### src/source/cpu_types_pkg.sv
`default_nettype none

package cpu_types_pkg;

   ////////////////////////////////////////
   // widths
   typedef logic [31:0] word_t;
   typedef logic [4:0]  regbits_t;
   typedef logic [4:0]  shamt_t;

   ////////////////////////////////////////
   // instruction encodings
   typedef enum logic [5:0] {
      RTYPE = 6'h00,
      BEQ   = 6'h04,
      ADDI  = 6'h08,
      ORI   = 6'h0d,
      LUI   = 6'h0f,
      HALT  = 6'h3f
   } opcode_t;

   typedef enum logic [5:0] {
      SLL = 6'h00,
      ADD = 6'h20,
      SUB = 6'h22,
      AND = 6'h24,
      OR  = 6'h25,
      SLT = 6'h2a
   } funct_t;

   typedef enum logic [2:0] {
      ALU_ADD,   // reset value
      ALU_SUB,
      ALU_AND,
      ALU_OR,
      ALU_SLT,
      ALU_SLL,
      ALU_LUI
   } aluop_t;

   typedef enum logic {
      FWD_NONE,
      FWD_WB     // take wb_data
   } fwd_t;

endpackage

`default_nettype wire

### src/source/register_file.sv
`default_nettype none

module register_file #(
   parameter int NUM_REGS = 32
) (
   input  logic                    CLK,
   input  logic                    nRST,
   input  cpu_types_pkg::regbits_t rsel1,
   input  cpu_types_pkg::regbits_t rsel2,
   output cpu_types_pkg::word_t    rdat1,
   output cpu_types_pkg::word_t    rdat2,
   input  logic                    wen,
   input  cpu_types_pkg::regbits_t wsel,
   input  cpu_types_pkg::word_t    wdat
);
   import cpu_types_pkg::*;

   localparam int IDX = $clog2(NUM_REGS);

   word_t regs [NUM_REGS];
   logic  wr_ok;

   assign wr_ok = wen && (wsel != '0) && (32'(wsel) < NUM_REGS);

   // r0 and out-of-range indices read zero, same-cycle write passes through
   function automatic word_t read_port(regbits_t sel);
      if (sel == '0 || 32'(sel) >= NUM_REGS)
         return '0;
      if (wr_ok && sel == wsel)
         return wdat;
      return regs[sel[IDX-1:0]];
   endfunction

   always_comb begin
      rdat1 = read_port(rsel1);
      rdat2 = read_port(rsel2);
   end

   always_ff @(posedge CLK, negedge nRST) begin
      if (!nRST) begin
         for (int i = 0; i < NUM_REGS; i++)
            regs[i] <= '0;
      end else if (wr_ok) begin
         regs[wsel[IDX-1:0]] <= wdat;
      end
   end

endmodule

`default_nettype wire

### src/source/instr_decode.sv
`default_nettype none

module instr_decode #(
   parameter int NUM_REGS = 32
) (
   input  cpu_types_pkg::word_t    instr,
   input  logic                    instr_valid,
   input  logic                    halted,
   input  cpu_types_pkg::word_t    next_address_in,
   output cpu_types_pkg::regbits_t rsel1,
   output cpu_types_pkg::regbits_t rsel2,
   input  cpu_types_pkg::word_t    rdat1_rf,
   input  cpu_types_pkg::word_t    rdat2_rf,
   output logic                    reg_write,
   output logic                    branch,
   output logic                    alu_src_imm,
   output logic                    reg_dst_rd,
   output cpu_types_pkg::aluop_t   aluop,
   output cpu_types_pkg::word_t    rdat1,
   output cpu_types_pkg::word_t    rdat2,
   output cpu_types_pkg::word_t    sign_ext32,
   output cpu_types_pkg::word_t    immediate,
   output cpu_types_pkg::regbits_t rs,
   output cpu_types_pkg::regbits_t rt,
   output cpu_types_pkg::regbits_t rd,
   output cpu_types_pkg::shamt_t   shamt,
   output cpu_types_pkg::word_t    next_address,
   output logic                    halt
);
   import cpu_types_pkg::*;

   opcode_t op;
   funct_t  fn;
   logic    legal;
   logic    in_range;

   ////////////////////////////////////////
   // field split
   assign op    = opcode_t'(instr[31:26]);
   assign rs    = instr[25:21];
   assign rt    = instr[20:16];
   assign rd    = instr[15:11];
   assign shamt = instr[10:6];
   assign fn    = funct_t'(instr[5:0]);

   assign sign_ext32 = {{16{instr[15]}}, instr[15:0]};
   assign immediate  = {16'h0000, instr[15:0]};   // ori, lui

   assign rsel1        = rs;
   assign rsel2        = rt;
   assign rdat1        = rdat1_rf;
   assign rdat2        = rdat2_rf;
   assign next_address = next_address_in;

   ////////////////////////////////////////
   // control decode
   always_comb begin
      legal       = 1'b1;
      reg_write   = 1'b0;
      branch      = 1'b0;
      alu_src_imm = 1'b0;
      reg_dst_rd  = 1'b0;
      aluop       = ALU_ADD;
      halt        = 1'b0;
      case (op)
         RTYPE: begin
            reg_write  = 1'b1;
            reg_dst_rd = 1'b1;
            case (fn)
               ADD:     aluop = ALU_ADD;
               SUB:     aluop = ALU_SUB;
               AND:     aluop = ALU_AND;
               OR:      aluop = ALU_OR;
               SLT:     aluop = ALU_SLT;
               SLL:     aluop = ALU_SLL;
               default: legal = 1'b0;
            endcase
         end
         ADDI: begin
            reg_write   = 1'b1;
            alu_src_imm = 1'b1;
         end
         ORI: begin
            reg_write   = 1'b1;
            alu_src_imm = 1'b1;
            aluop       = ALU_OR;
         end
         LUI: begin
            reg_write   = 1'b1;
            alu_src_imm = 1'b1;
            aluop       = ALU_LUI;
         end
         BEQ: begin
            branch = 1'b1;
            aluop  = ALU_SUB;
         end
         HALT:    halt  = 1'b1;
         default: legal = 1'b0;
      endcase

      // reduced core has fewer registers
      in_range = (32'(rs) < NUM_REGS) && (32'(rt) < NUM_REGS) &&
                 (!reg_dst_rd || 32'(rd) < NUM_REGS);

      if (!instr_valid || halted || !legal || !in_range) begin
         reg_write   = 1'b0;   // bubble
         branch      = 1'b0;
         alu_src_imm = 1'b0;
         reg_dst_rd  = 1'b0;
         aluop       = ALU_ADD;
         halt        = 1'b0;
      end
   end

endmodule

`default_nettype wire

### src/source/pl_id_ex.sv
`default_nettype none

module pl_id_ex (
   input  logic                    CLK,
   input  logic                    nRST,
   input  logic                    flush,
   input  logic                    wen,
   input  logic                    reg_write_in,
   input  logic                    branch_in,
   input  logic                    alu_src_imm_in,
   input  logic                    reg_dst_rd_in,
   input  cpu_types_pkg::aluop_t   aluop_in,
   input  cpu_types_pkg::word_t    rdat1_in,
   input  cpu_types_pkg::word_t    rdat2_in,
   input  cpu_types_pkg::word_t    sign_ext32_in,
   input  cpu_types_pkg::word_t    immediate_in,
   input  cpu_types_pkg::regbits_t rs_in,
   input  cpu_types_pkg::regbits_t rt_in,
   input  cpu_types_pkg::regbits_t rd_in,
   input  cpu_types_pkg::shamt_t   shamt_in,
   input  cpu_types_pkg::word_t    next_address_in,
   input  logic                    halt_in,
   output logic                    reg_write_out,
   output logic                    branch_out,
   output logic                    alu_src_imm_out,
   output logic                    reg_dst_rd_out,
   output cpu_types_pkg::aluop_t   aluop_out,
   output cpu_types_pkg::word_t    rdat1_out,
   output cpu_types_pkg::word_t    rdat2_out,
   output cpu_types_pkg::word_t    sign_ext32_out,
   output cpu_types_pkg::word_t    immediate_out,
   output cpu_types_pkg::regbits_t rs_out,
   output cpu_types_pkg::regbits_t rt_out,
   output cpu_types_pkg::regbits_t rd_out,
   output cpu_types_pkg::shamt_t   shamt_out,
   output cpu_types_pkg::word_t    next_address_out,
   output logic                    halt_out
);
   import cpu_types_pkg::*;

   always_ff @(posedge CLK, negedge nRST) begin
      if (!nRST) begin
         reg_write_out    <= 1'b0;
         branch_out       <= 1'b0;
         alu_src_imm_out  <= 1'b0;
         reg_dst_rd_out   <= 1'b0;
         aluop_out        <= ALU_ADD;
         rdat1_out        <= '0;
         rdat2_out        <= '0;
         sign_ext32_out   <= '0;
         immediate_out    <= '0;
         rs_out           <= '0;
         rt_out           <= '0;
         rd_out           <= '0;
         shamt_out        <= '0;
         next_address_out <= '0;
         halt_out         <= 1'b0;
      end else if (flush) begin
         reg_write_out <= 1'b0;   // squash, data left as is
         branch_out    <= 1'b0;
         halt_out      <= 1'b0;
      end else if (wen) begin
         reg_write_out    <= reg_write_in;
         branch_out       <= branch_in;
         alu_src_imm_out  <= alu_src_imm_in;
         reg_dst_rd_out   <= reg_dst_rd_in;
         aluop_out        <= aluop_in;
         rdat1_out        <= rdat1_in;
         rdat2_out        <= rdat2_in;
         sign_ext32_out   <= sign_ext32_in;
         immediate_out    <= immediate_in;
         rs_out           <= rs_in;
         rt_out           <= rt_in;
         rd_out           <= rd_in;
         shamt_out        <= shamt_in;
         next_address_out <= next_address_in;
         halt_out         <= halt_in;
      end
   end

endmodule

`default_nettype wire

### src/source/alu_execute.sv
`default_nettype none

module alu_execute (
   input  logic                    CLK,
   input  logic                    nRST,
   input  logic                    reg_write_out,
   input  logic                    branch_out,
   input  logic                    alu_src_imm_out,
   input  logic                    reg_dst_rd_out,
   input  cpu_types_pkg::aluop_t   aluop_out,
   input  cpu_types_pkg::word_t    rdat1_out,
   input  cpu_types_pkg::word_t    rdat2_out,
   input  cpu_types_pkg::word_t    sign_ext32_out,
   input  cpu_types_pkg::word_t    immediate_out,
   input  cpu_types_pkg::regbits_t rt_out,
   input  cpu_types_pkg::regbits_t rd_out,
   input  cpu_types_pkg::shamt_t   shamt_out,
   input  cpu_types_pkg::word_t    next_address_out,
   input  cpu_types_pkg::fwd_t     fwd_a,
   input  cpu_types_pkg::fwd_t     fwd_b,
   output logic                    branch_taken,
   output cpu_types_pkg::word_t    branch_target,
   output logic                    wb_valid,
   output cpu_types_pkg::regbits_t wb_reg,
   output cpu_types_pkg::word_t    wb_data
);
   import cpu_types_pkg::*;

   word_t opa;
   word_t opb;
   word_t alu_b;
   word_t result;

   assign opa = (fwd_a == FWD_WB) ? wb_data : rdat1_out;
   assign opb = (fwd_b == FWD_WB) ? wb_data : rdat2_out;

   always_comb begin
      if (!alu_src_imm_out)
         alu_b = opb;
      else if (aluop_out == ALU_OR || aluop_out == ALU_LUI)
         alu_b = immediate_out;   // zero extended
      else
         alu_b = sign_ext32_out;
   end

   always_comb begin
      case (aluop_out)
         ALU_ADD: result = opa + alu_b;
         ALU_SUB: result = opa - alu_b;
         ALU_AND: result = opa & alu_b;
         ALU_OR:  result = opa | alu_b;
         ALU_SLT: result = {31'b0, $signed(opa) < $signed(alu_b)};
         ALU_SLL: result = alu_b << shamt_out;
         ALU_LUI: result = alu_b << 16;
         default: result = '0;
      endcase
   end

   assign branch_taken  = branch_out && (opa == opb);
   assign branch_target = next_address_out + {sign_ext32_out[29:0], 2'b00};

   ////////////////////////////////////////
   // write-back register
   always_ff @(posedge CLK, negedge nRST) begin
      if (!nRST)
         wb_valid <= 1'b0;
      else
         wb_valid <= reg_write_out;
   end

   always_ff @(posedge CLK) begin
      wb_reg  <= reg_dst_rd_out ? rd_out : rt_out;
      wb_data <= result;
   end

endmodule

`default_nettype wire

### src/source/hazard_unit.sv
`default_nettype none

module hazard_unit (
   input  logic                    CLK,
   input  logic                    nRST,
   input  cpu_types_pkg::regbits_t rs,
   input  cpu_types_pkg::regbits_t rt,
   input  logic                    halt_ex,
   input  logic                    wb_valid,
   input  cpu_types_pkg::regbits_t wb_reg,
   input  logic                    branch_taken,
   output cpu_types_pkg::fwd_t     fwd_a,
   output cpu_types_pkg::fwd_t     fwd_b,
   output logic                    flush,
   output logic                    wen,
   output logic                    halted
);
   import cpu_types_pkg::*;

   logic wb_live;

   assign wb_live = wb_valid && (wb_reg != '0);   // r0 never forwarded

   assign fwd_a = (wb_live && wb_reg == rs) ? FWD_WB : FWD_NONE;
   assign fwd_b = (wb_live && wb_reg == rt) ? FWD_WB : FWD_NONE;

   assign flush = branch_taken;   // kill the slot behind a taken beq

   // freeze ID/EX once halt sits in EX
   assign wen = !halted && !halt_ex;

   always_ff @(posedge CLK, negedge nRST) begin
      if (!nRST)
         halted <= 1'b0;
      else if (halt_ex)
         halted <= 1'b1;   // sticky
   end

endmodule

`default_nettype wire

### src/source/decode_execute_top.sv
`default_nettype none

module decode_execute_top #(
   parameter int NUM_REGS = 32
) (
   input  logic                    CLK,
   input  logic                    nRST,
   input  cpu_types_pkg::word_t    instr,
   input  logic                    instr_valid,
   input  cpu_types_pkg::word_t    next_address,
   output logic                    wb_valid,
   output cpu_types_pkg::regbits_t wb_reg,
   output cpu_types_pkg::word_t    wb_data,
   output logic                    branch_taken,
   output cpu_types_pkg::word_t    branch_target,
   output logic                    halted
);
   import cpu_types_pkg::*;

   ////////////////////////////////////////
   // decode side of ID/EX
   logic     reg_write_in, branch_in, alu_src_imm_in, reg_dst_rd_in, halt_in;
   aluop_t   aluop_in;
   word_t    rdat1_in, rdat2_in, sign_ext32_in, immediate_in, next_address_in;
   regbits_t rs_in, rt_in, rd_in;
   shamt_t   shamt_in;

   ////////////////////////////////////////
   // execute side of ID/EX
   logic     reg_write_out, branch_out, alu_src_imm_out, reg_dst_rd_out, halt_out;
   aluop_t   aluop_out;
   word_t    rdat1_out, rdat2_out, sign_ext32_out, immediate_out, next_address_out;
   regbits_t rs_out, rt_out, rd_out;
   shamt_t   shamt_out;

   regbits_t rsel1, rsel2;
   word_t    rf_rdat1, rf_rdat2;
   logic     flush, wen;
   fwd_t     fwd_a, fwd_b;

   register_file #(.NUM_REGS(NUM_REGS)) u_rf (
      .CLK   (CLK),
      .nRST  (nRST),
      .rsel1 (rsel1),
      .rsel2 (rsel2),
      .rdat1 (rf_rdat1),
      .rdat2 (rf_rdat2),
      .wen   (wb_valid),   // write at the edge after wb appears
      .wsel  (wb_reg),
      .wdat  (wb_data)
   );

   instr_decode #(.NUM_REGS(NUM_REGS)) u_dec (
      .instr           (instr),
      .instr_valid     (instr_valid),
      .halted          (halted),
      .next_address_in (next_address),
      .rsel1           (rsel1),
      .rsel2           (rsel2),
      .rdat1_rf        (rf_rdat1),
      .rdat2_rf        (rf_rdat2),
      .reg_write       (reg_write_in),
      .branch          (branch_in),
      .alu_src_imm     (alu_src_imm_in),
      .reg_dst_rd      (reg_dst_rd_in),
      .aluop           (aluop_in),
      .rdat1           (rdat1_in),
      .rdat2           (rdat2_in),
      .sign_ext32      (sign_ext32_in),
      .immediate       (immediate_in),
      .rs              (rs_in),
      .rt              (rt_in),
      .rd              (rd_in),
      .shamt           (shamt_in),
      .next_address    (next_address_in),
      .halt            (halt_in)
   );

   pl_id_ex u_idex (.*);

   alu_execute u_ex (.*);

   hazard_unit u_haz (
      .*,
      .rs      (rs_out),
      .rt      (rt_out),
      .halt_ex (halt_out)
   );

endmodule

`default_nettype wire

### config.mk
export PLATFORM = sky130hd
export DESIGN_NAME = decode_execute_top
export DESIGN_NICKNAME = d
export VERILOG_FILES = /design/src/source/cpu_types_pkg.sv /design/src/source/register_file.sv /design/src/source/instr_decode.sv /design/src/source/pl_id_ex.sv /design/src/source/alu_execute.sv /design/src/source/hazard_unit.sv /design/src/source/decode_execute_top.sv
export SDC_FILE = /design/constraint.sdc
export NUM_CORES = 2
export LEC_CHECK = 0
export BUFFER_PORTS_ARGS = -buffer_cell sky130_fd_sc_hd__clkbuf_2
export CELL_PAD_IN_SITES_DETAIL_PLACEMENT = 0
export CELL_PAD_IN_SITES_GLOBAL_PLACEMENT = 2
export CORE_ASPECT_RATIO = 1.2
export CORE_UTILIZATION = 46
export CTS_BUF_LIST = sky130_fd_sc_hd__clkbuf_8 sky130_fd_sc_hd__clkbuf_16
export DETAILED_ROUTE_END_ITERATION = 8
export GPL_ROUTABILITY_DRIVEN = 0
export HOLD_SLACK_MARGIN = 0.12
export PLACE_DENSITY = 0.8
export RECOVER_POWER = 50
export SLEW_MARGIN = 10
export SYNTH_ARGS = -nofsm -noshare
export SYNTH_HDL_FRONTEND = slang
export SYNTH_SLANG_ARGS = --single-unit
### constraint.sdc
create_clock -name CLK -period 6.41 [get_ports CLK]
set_input_delay 0.641 -clock CLK [delete_from_list [all_inputs] [get_ports CLK]]
set_output_delay 0.641 -clock CLK [all_outputs]
set_load 0.01 [all_outputs]
==> PnR_summary.wiki <==
{| class="wikitable"
! Metric !! Value
|-
| Post-DP HPWL || between 100 and 150 mm
|-
| DRT iter0 DRCs || around 4500
|-
| Clock buffers created by TritonCTS || around 130
|-
| Setup slack at placement || 0.143 ns
|-
| TritonCTS Sinks || 1193
|-
| Maximum number of pins on one net before global-route repair || around 170
|-
| Detailed-route wire length per cell || 31.5 um
|-
| Area share of the largest cell type after synthesis || 0.408
|-
| Post-synthesis to final-layout area growth || 10.4%
|-
| Clock skew after layout || ~0.032 ns
|-
| Final hold slack || about 0.18 ns
|-
| Slew Limit Fails || ~1100
|-
| Part of the Yosys area used for sequential elements || 0.419
|-
| Total count of hold-check failures in the final report || 0
|-
| Failing checks || capacitance limit, slew limit
|-
| Overall overflow remaining after global route || 0
|-
| Synth Warn # || 0
|-
| Synthesized netlist cell count || 5421
|-
| Site Rows || 157
|-
| TritonCTS clock tree || built
|-
| Number of H-tree levels || 4
|-
| Clock-pin slew on the worst setup and hold paths || approximately 0.07 ns
|-
| Maxcap violations || 12
|-
| Top-level I/O count || 139
|-
| Actual slew at the worst max-slew pin || between 4 and 5 ns
|-
| Kind of critical path || register to output port
|-
| Clk root buf || clkbuf_16
|-
| Cell type contributing the most total cell area after synthesis || dfrtp_1
|-
| Global-route total usage across every layer || 0.303
|-
| Detail-routed via count per cell || approximately 6.6
|-
| Via count of the first global-routing pass || between 40000 and 50000
|-
| Layout Nets || 5526
|-
| First drt pass iteration count || 7
|-
| Share of flip-flops with an asynchronous set or reset || 0.969
|-
| Later-pin clock latency in the skew report || 0.80 ns
|-
| Total wire length || roughly 230 mm
|-
| Syn Nets || 5615
|-
| Dominant synthesized flop cell || dfrtp_1
|-
| Endpoint required time on the critical path || 5.77 ns
|-
| Maximum buffer depth of the clock tree || 3
|-
| Worst IR drop on VDD || between 200 and 300 uV
|-
| Cell variety after synth || approximately 80
|-
| Antenna violation net count after detailed routing || 0
|-
| Mean instance size in the synthesized netlist || roughly 13 um^2
|-
| Worst min-delay path category || input port to register
|-
| Ratio of cells with drive above 1 in the final layout || 0.408
|-
| Top library cells by usage in the layout, fill and taps aside || dfrtp_1, mux2_2, mux4_2
|-
| Highest attainable clock frequency || between 0.15 and 0.2 GHz
|-
| Number of enable-type register cells in the synthesized netlist || 0
|-
| Number of synthesized register bits || around 1200
|-
| Global-route wire length before repair || 345 mm
|-
| Leading cell type in the layout, fill and taps excluded || dfrtp_1
|-
| Overall die width || 360 um
|-
| Core area || between 0.15 and 0.2 mm^2
|-
| Reported leakage power || approximately 36 nW
|-
| Multi-input gate area || approximately 0.039 mm^2
|-
| Area taken by flip-flops and latches || between 0.02 and 0.03 mm^2
|-
| Total negative setup slack || 0 ns
|-
| Final worst-path cycle share || 0.946
|-
| Power per Cell Area || between 200 and 300 mW/mm^2
|-
| Fin worst setup slack || ~0.35 ns
|-
| Top register by number of flip-flops || u_rf.regs
|-
| Total number of vias || about 49000
|-
| Slew headroom || -2.05
|-
| Vertical extent of the die || 432 um
|-
| Unrepaired setup endpoints after global routing || no
|-
| Worst Path Max Fanout || 20
|-
| Time the final worst path needs with I/O delays and setup || between 6 and 7 ns
|-
| Flip-flop count of the largest register after layout || ~1000
|-
| Run status || finished, violations left
|-
| Port Buffers || 138
|-
| Cell area after synthesis || just over 0.07 mm^2
|-
| DIE AREA || roughly 0.16 mm^2
|-
| Data arrival time of the worst path || approximately 5.4 ns
|-
| Number of antenna violations at the first check in global routing || 3
|-
| Number of filler instances in the final layout || approximately 13000
|-
| Number of remaining DRC errors || 0
|-
| Critical Path End Type || output port
|-
| Total setup violations reported at the end of the flow || 0
|-
| Dominant cells by area after synthesis || dfrtp_1, mux4_2, mux2_2
|-
| Startpoint type of the worst setup path || register
|-
| Initial Utilization || 0.464
|}
==> synthesized netlist by cell type (7+ instances only) <==
| library cell | number |
|---|---|
| o22ai_1 | 31 |
| a211oi_1 | 108 |
| mux2i_1 | 183 |
| and2_1 | 11 |
| a21o_1 | 37 |
| a22oi_1 | 12 |
| nor3_1 | 32 |
| mux4_2 | 632 |
| o21a_1 | 10 |
| a31oi_1 | 13 |
| nand3b_1 | 7 |
| nand4_1 | 18 |
| or3_1 | 12 |
| mux2_4 | 35 |
| nor4_1 | 14 |
| mux2_2 | 1019 |
| nor2_1 | 252 |
| xor2_1 | 30 |
| buf_1 | 63 |
| nand2_1 | 215 |
| o31ai_1 | 8 |
| clkbuf_1 | 458 |
| a21boi_0 | 9 |
| or2_2 | 7 |
| xnor2_1 | 82 |
| nand3_1 | 30 |
| a211o_1 | 18 |
| a21oi_1 | 167 |
| ha_1 | 125 |
| o22a_1 | 10 |
| dfrtp_1 | 1156 |
| and3_1 | 12 |
| buf_2 | 19 |
| o21bai_1 | 9 |
| a221oi_1 | 7 |
| nand2b_1 | 11 |
| o21ai_0 | 217 |
| dfxtp_1 | 37 |
| o221ai_1 | 13 |
| o211ai_1 | 23 |
| inv_1 | 130 |
| nor2b_1 | 37 |
==> repair_timing <==
action | 4_1_cts | 5_1_grt
setup buffers | 0 | 4
resized for setup | 0 | 4
hold buffers | 44 | 0
endpoints found under the setup margin | 0 | 6
endpoints found under the hold margin | 133 | 0
==> final cells by class <==
cell class	instances	area share
clock buffers	152	0.0457
clock inverters	78	0.0110
diodes	2	0.0000640
repair buffers	331	0.0307
flip-flops and latches	1193	0.379
inverters	133	0.00638
multi-input cells	3542	0.495
well taps	1987	0.0318
==> through the flow <==
stage               utilization  instances  cell area [um^2]  total power [mW]
finish                    0.512       7418             78300              22.4
global placement          0.481       7138             73500              14.6
floorplan                     -       5421             70900              12.3
CTS                       0.513       7412             78400              22.5
detailed placement        0.481       7138             73500              14.6
global route              0.512       7417             78300              23.3
==> metal layers <==
metal	share of wire	vias to the layer above	GRT usage
li1	-	20301	-
met4	0.050	0	0.142
met2	0.48	1809	0.485
met1	0.41	26072	0.402
met3	0.063	494	0.0510
met5	0	-	0
==> where the power goes <==
group	switching [mW]	internal, mW
Combinational	4.02	2.34
Clock	3.32	4.54
Sequential	0.352	7.83
==> cells by family after synthesis <==
| logic type | count (synthesis) | synth area share |
|---|---|---|
| muxes | 1875 | 0.397 |
| DFF | 1193 | 0.419 |
| AOI/OAI and AO/OA | 755 | 0.0680 |
| buffers and inverters | 686 | 0.0376 |
| and+or+nand+nor | 673 | 0.0424 |
| adders and majority gates | 127 | 0.0226 |
| xor gates and xnor gates | 112 | 0.0138 |
==> final timing paths <==
kind                             startpoint                       end  slack [ns]  depth (start not counted)
setup / recovery           u_ex.wb_data[23]              branch_taken        0.35                         10
hold / removal                     instr[0]  u_idex.sign_ext32_out[0]        0.18                          2
setup reg to reg             u_ex.wb_reg[2]          u_ex.wb_data[28]        0.43                         20
hold reg to reg              u_rf.regs[996]            u_rf.regs[996]        0.39                          0
max in group asynchronous              nRST            u_rf.regs[754]        1.06                          3
min in group asynchronous              nRST            u_rf.regs[870]        1.29                          2
==> critical path: stages, from the launching register on <==
cell and delay [ns]:
dfxtp_1 0.31, clkbuf_1 0.88, inv_1 0.77, nor4_1 0.46, buf_4 0.23, a211o_1 0.11, o31ai_1 0.08, a22o_1 0.23
nor4_1 0.61, and4_1 0.66, clkbuf_2 0.26
Note: power is estimated with default switching activity, not from simulation.
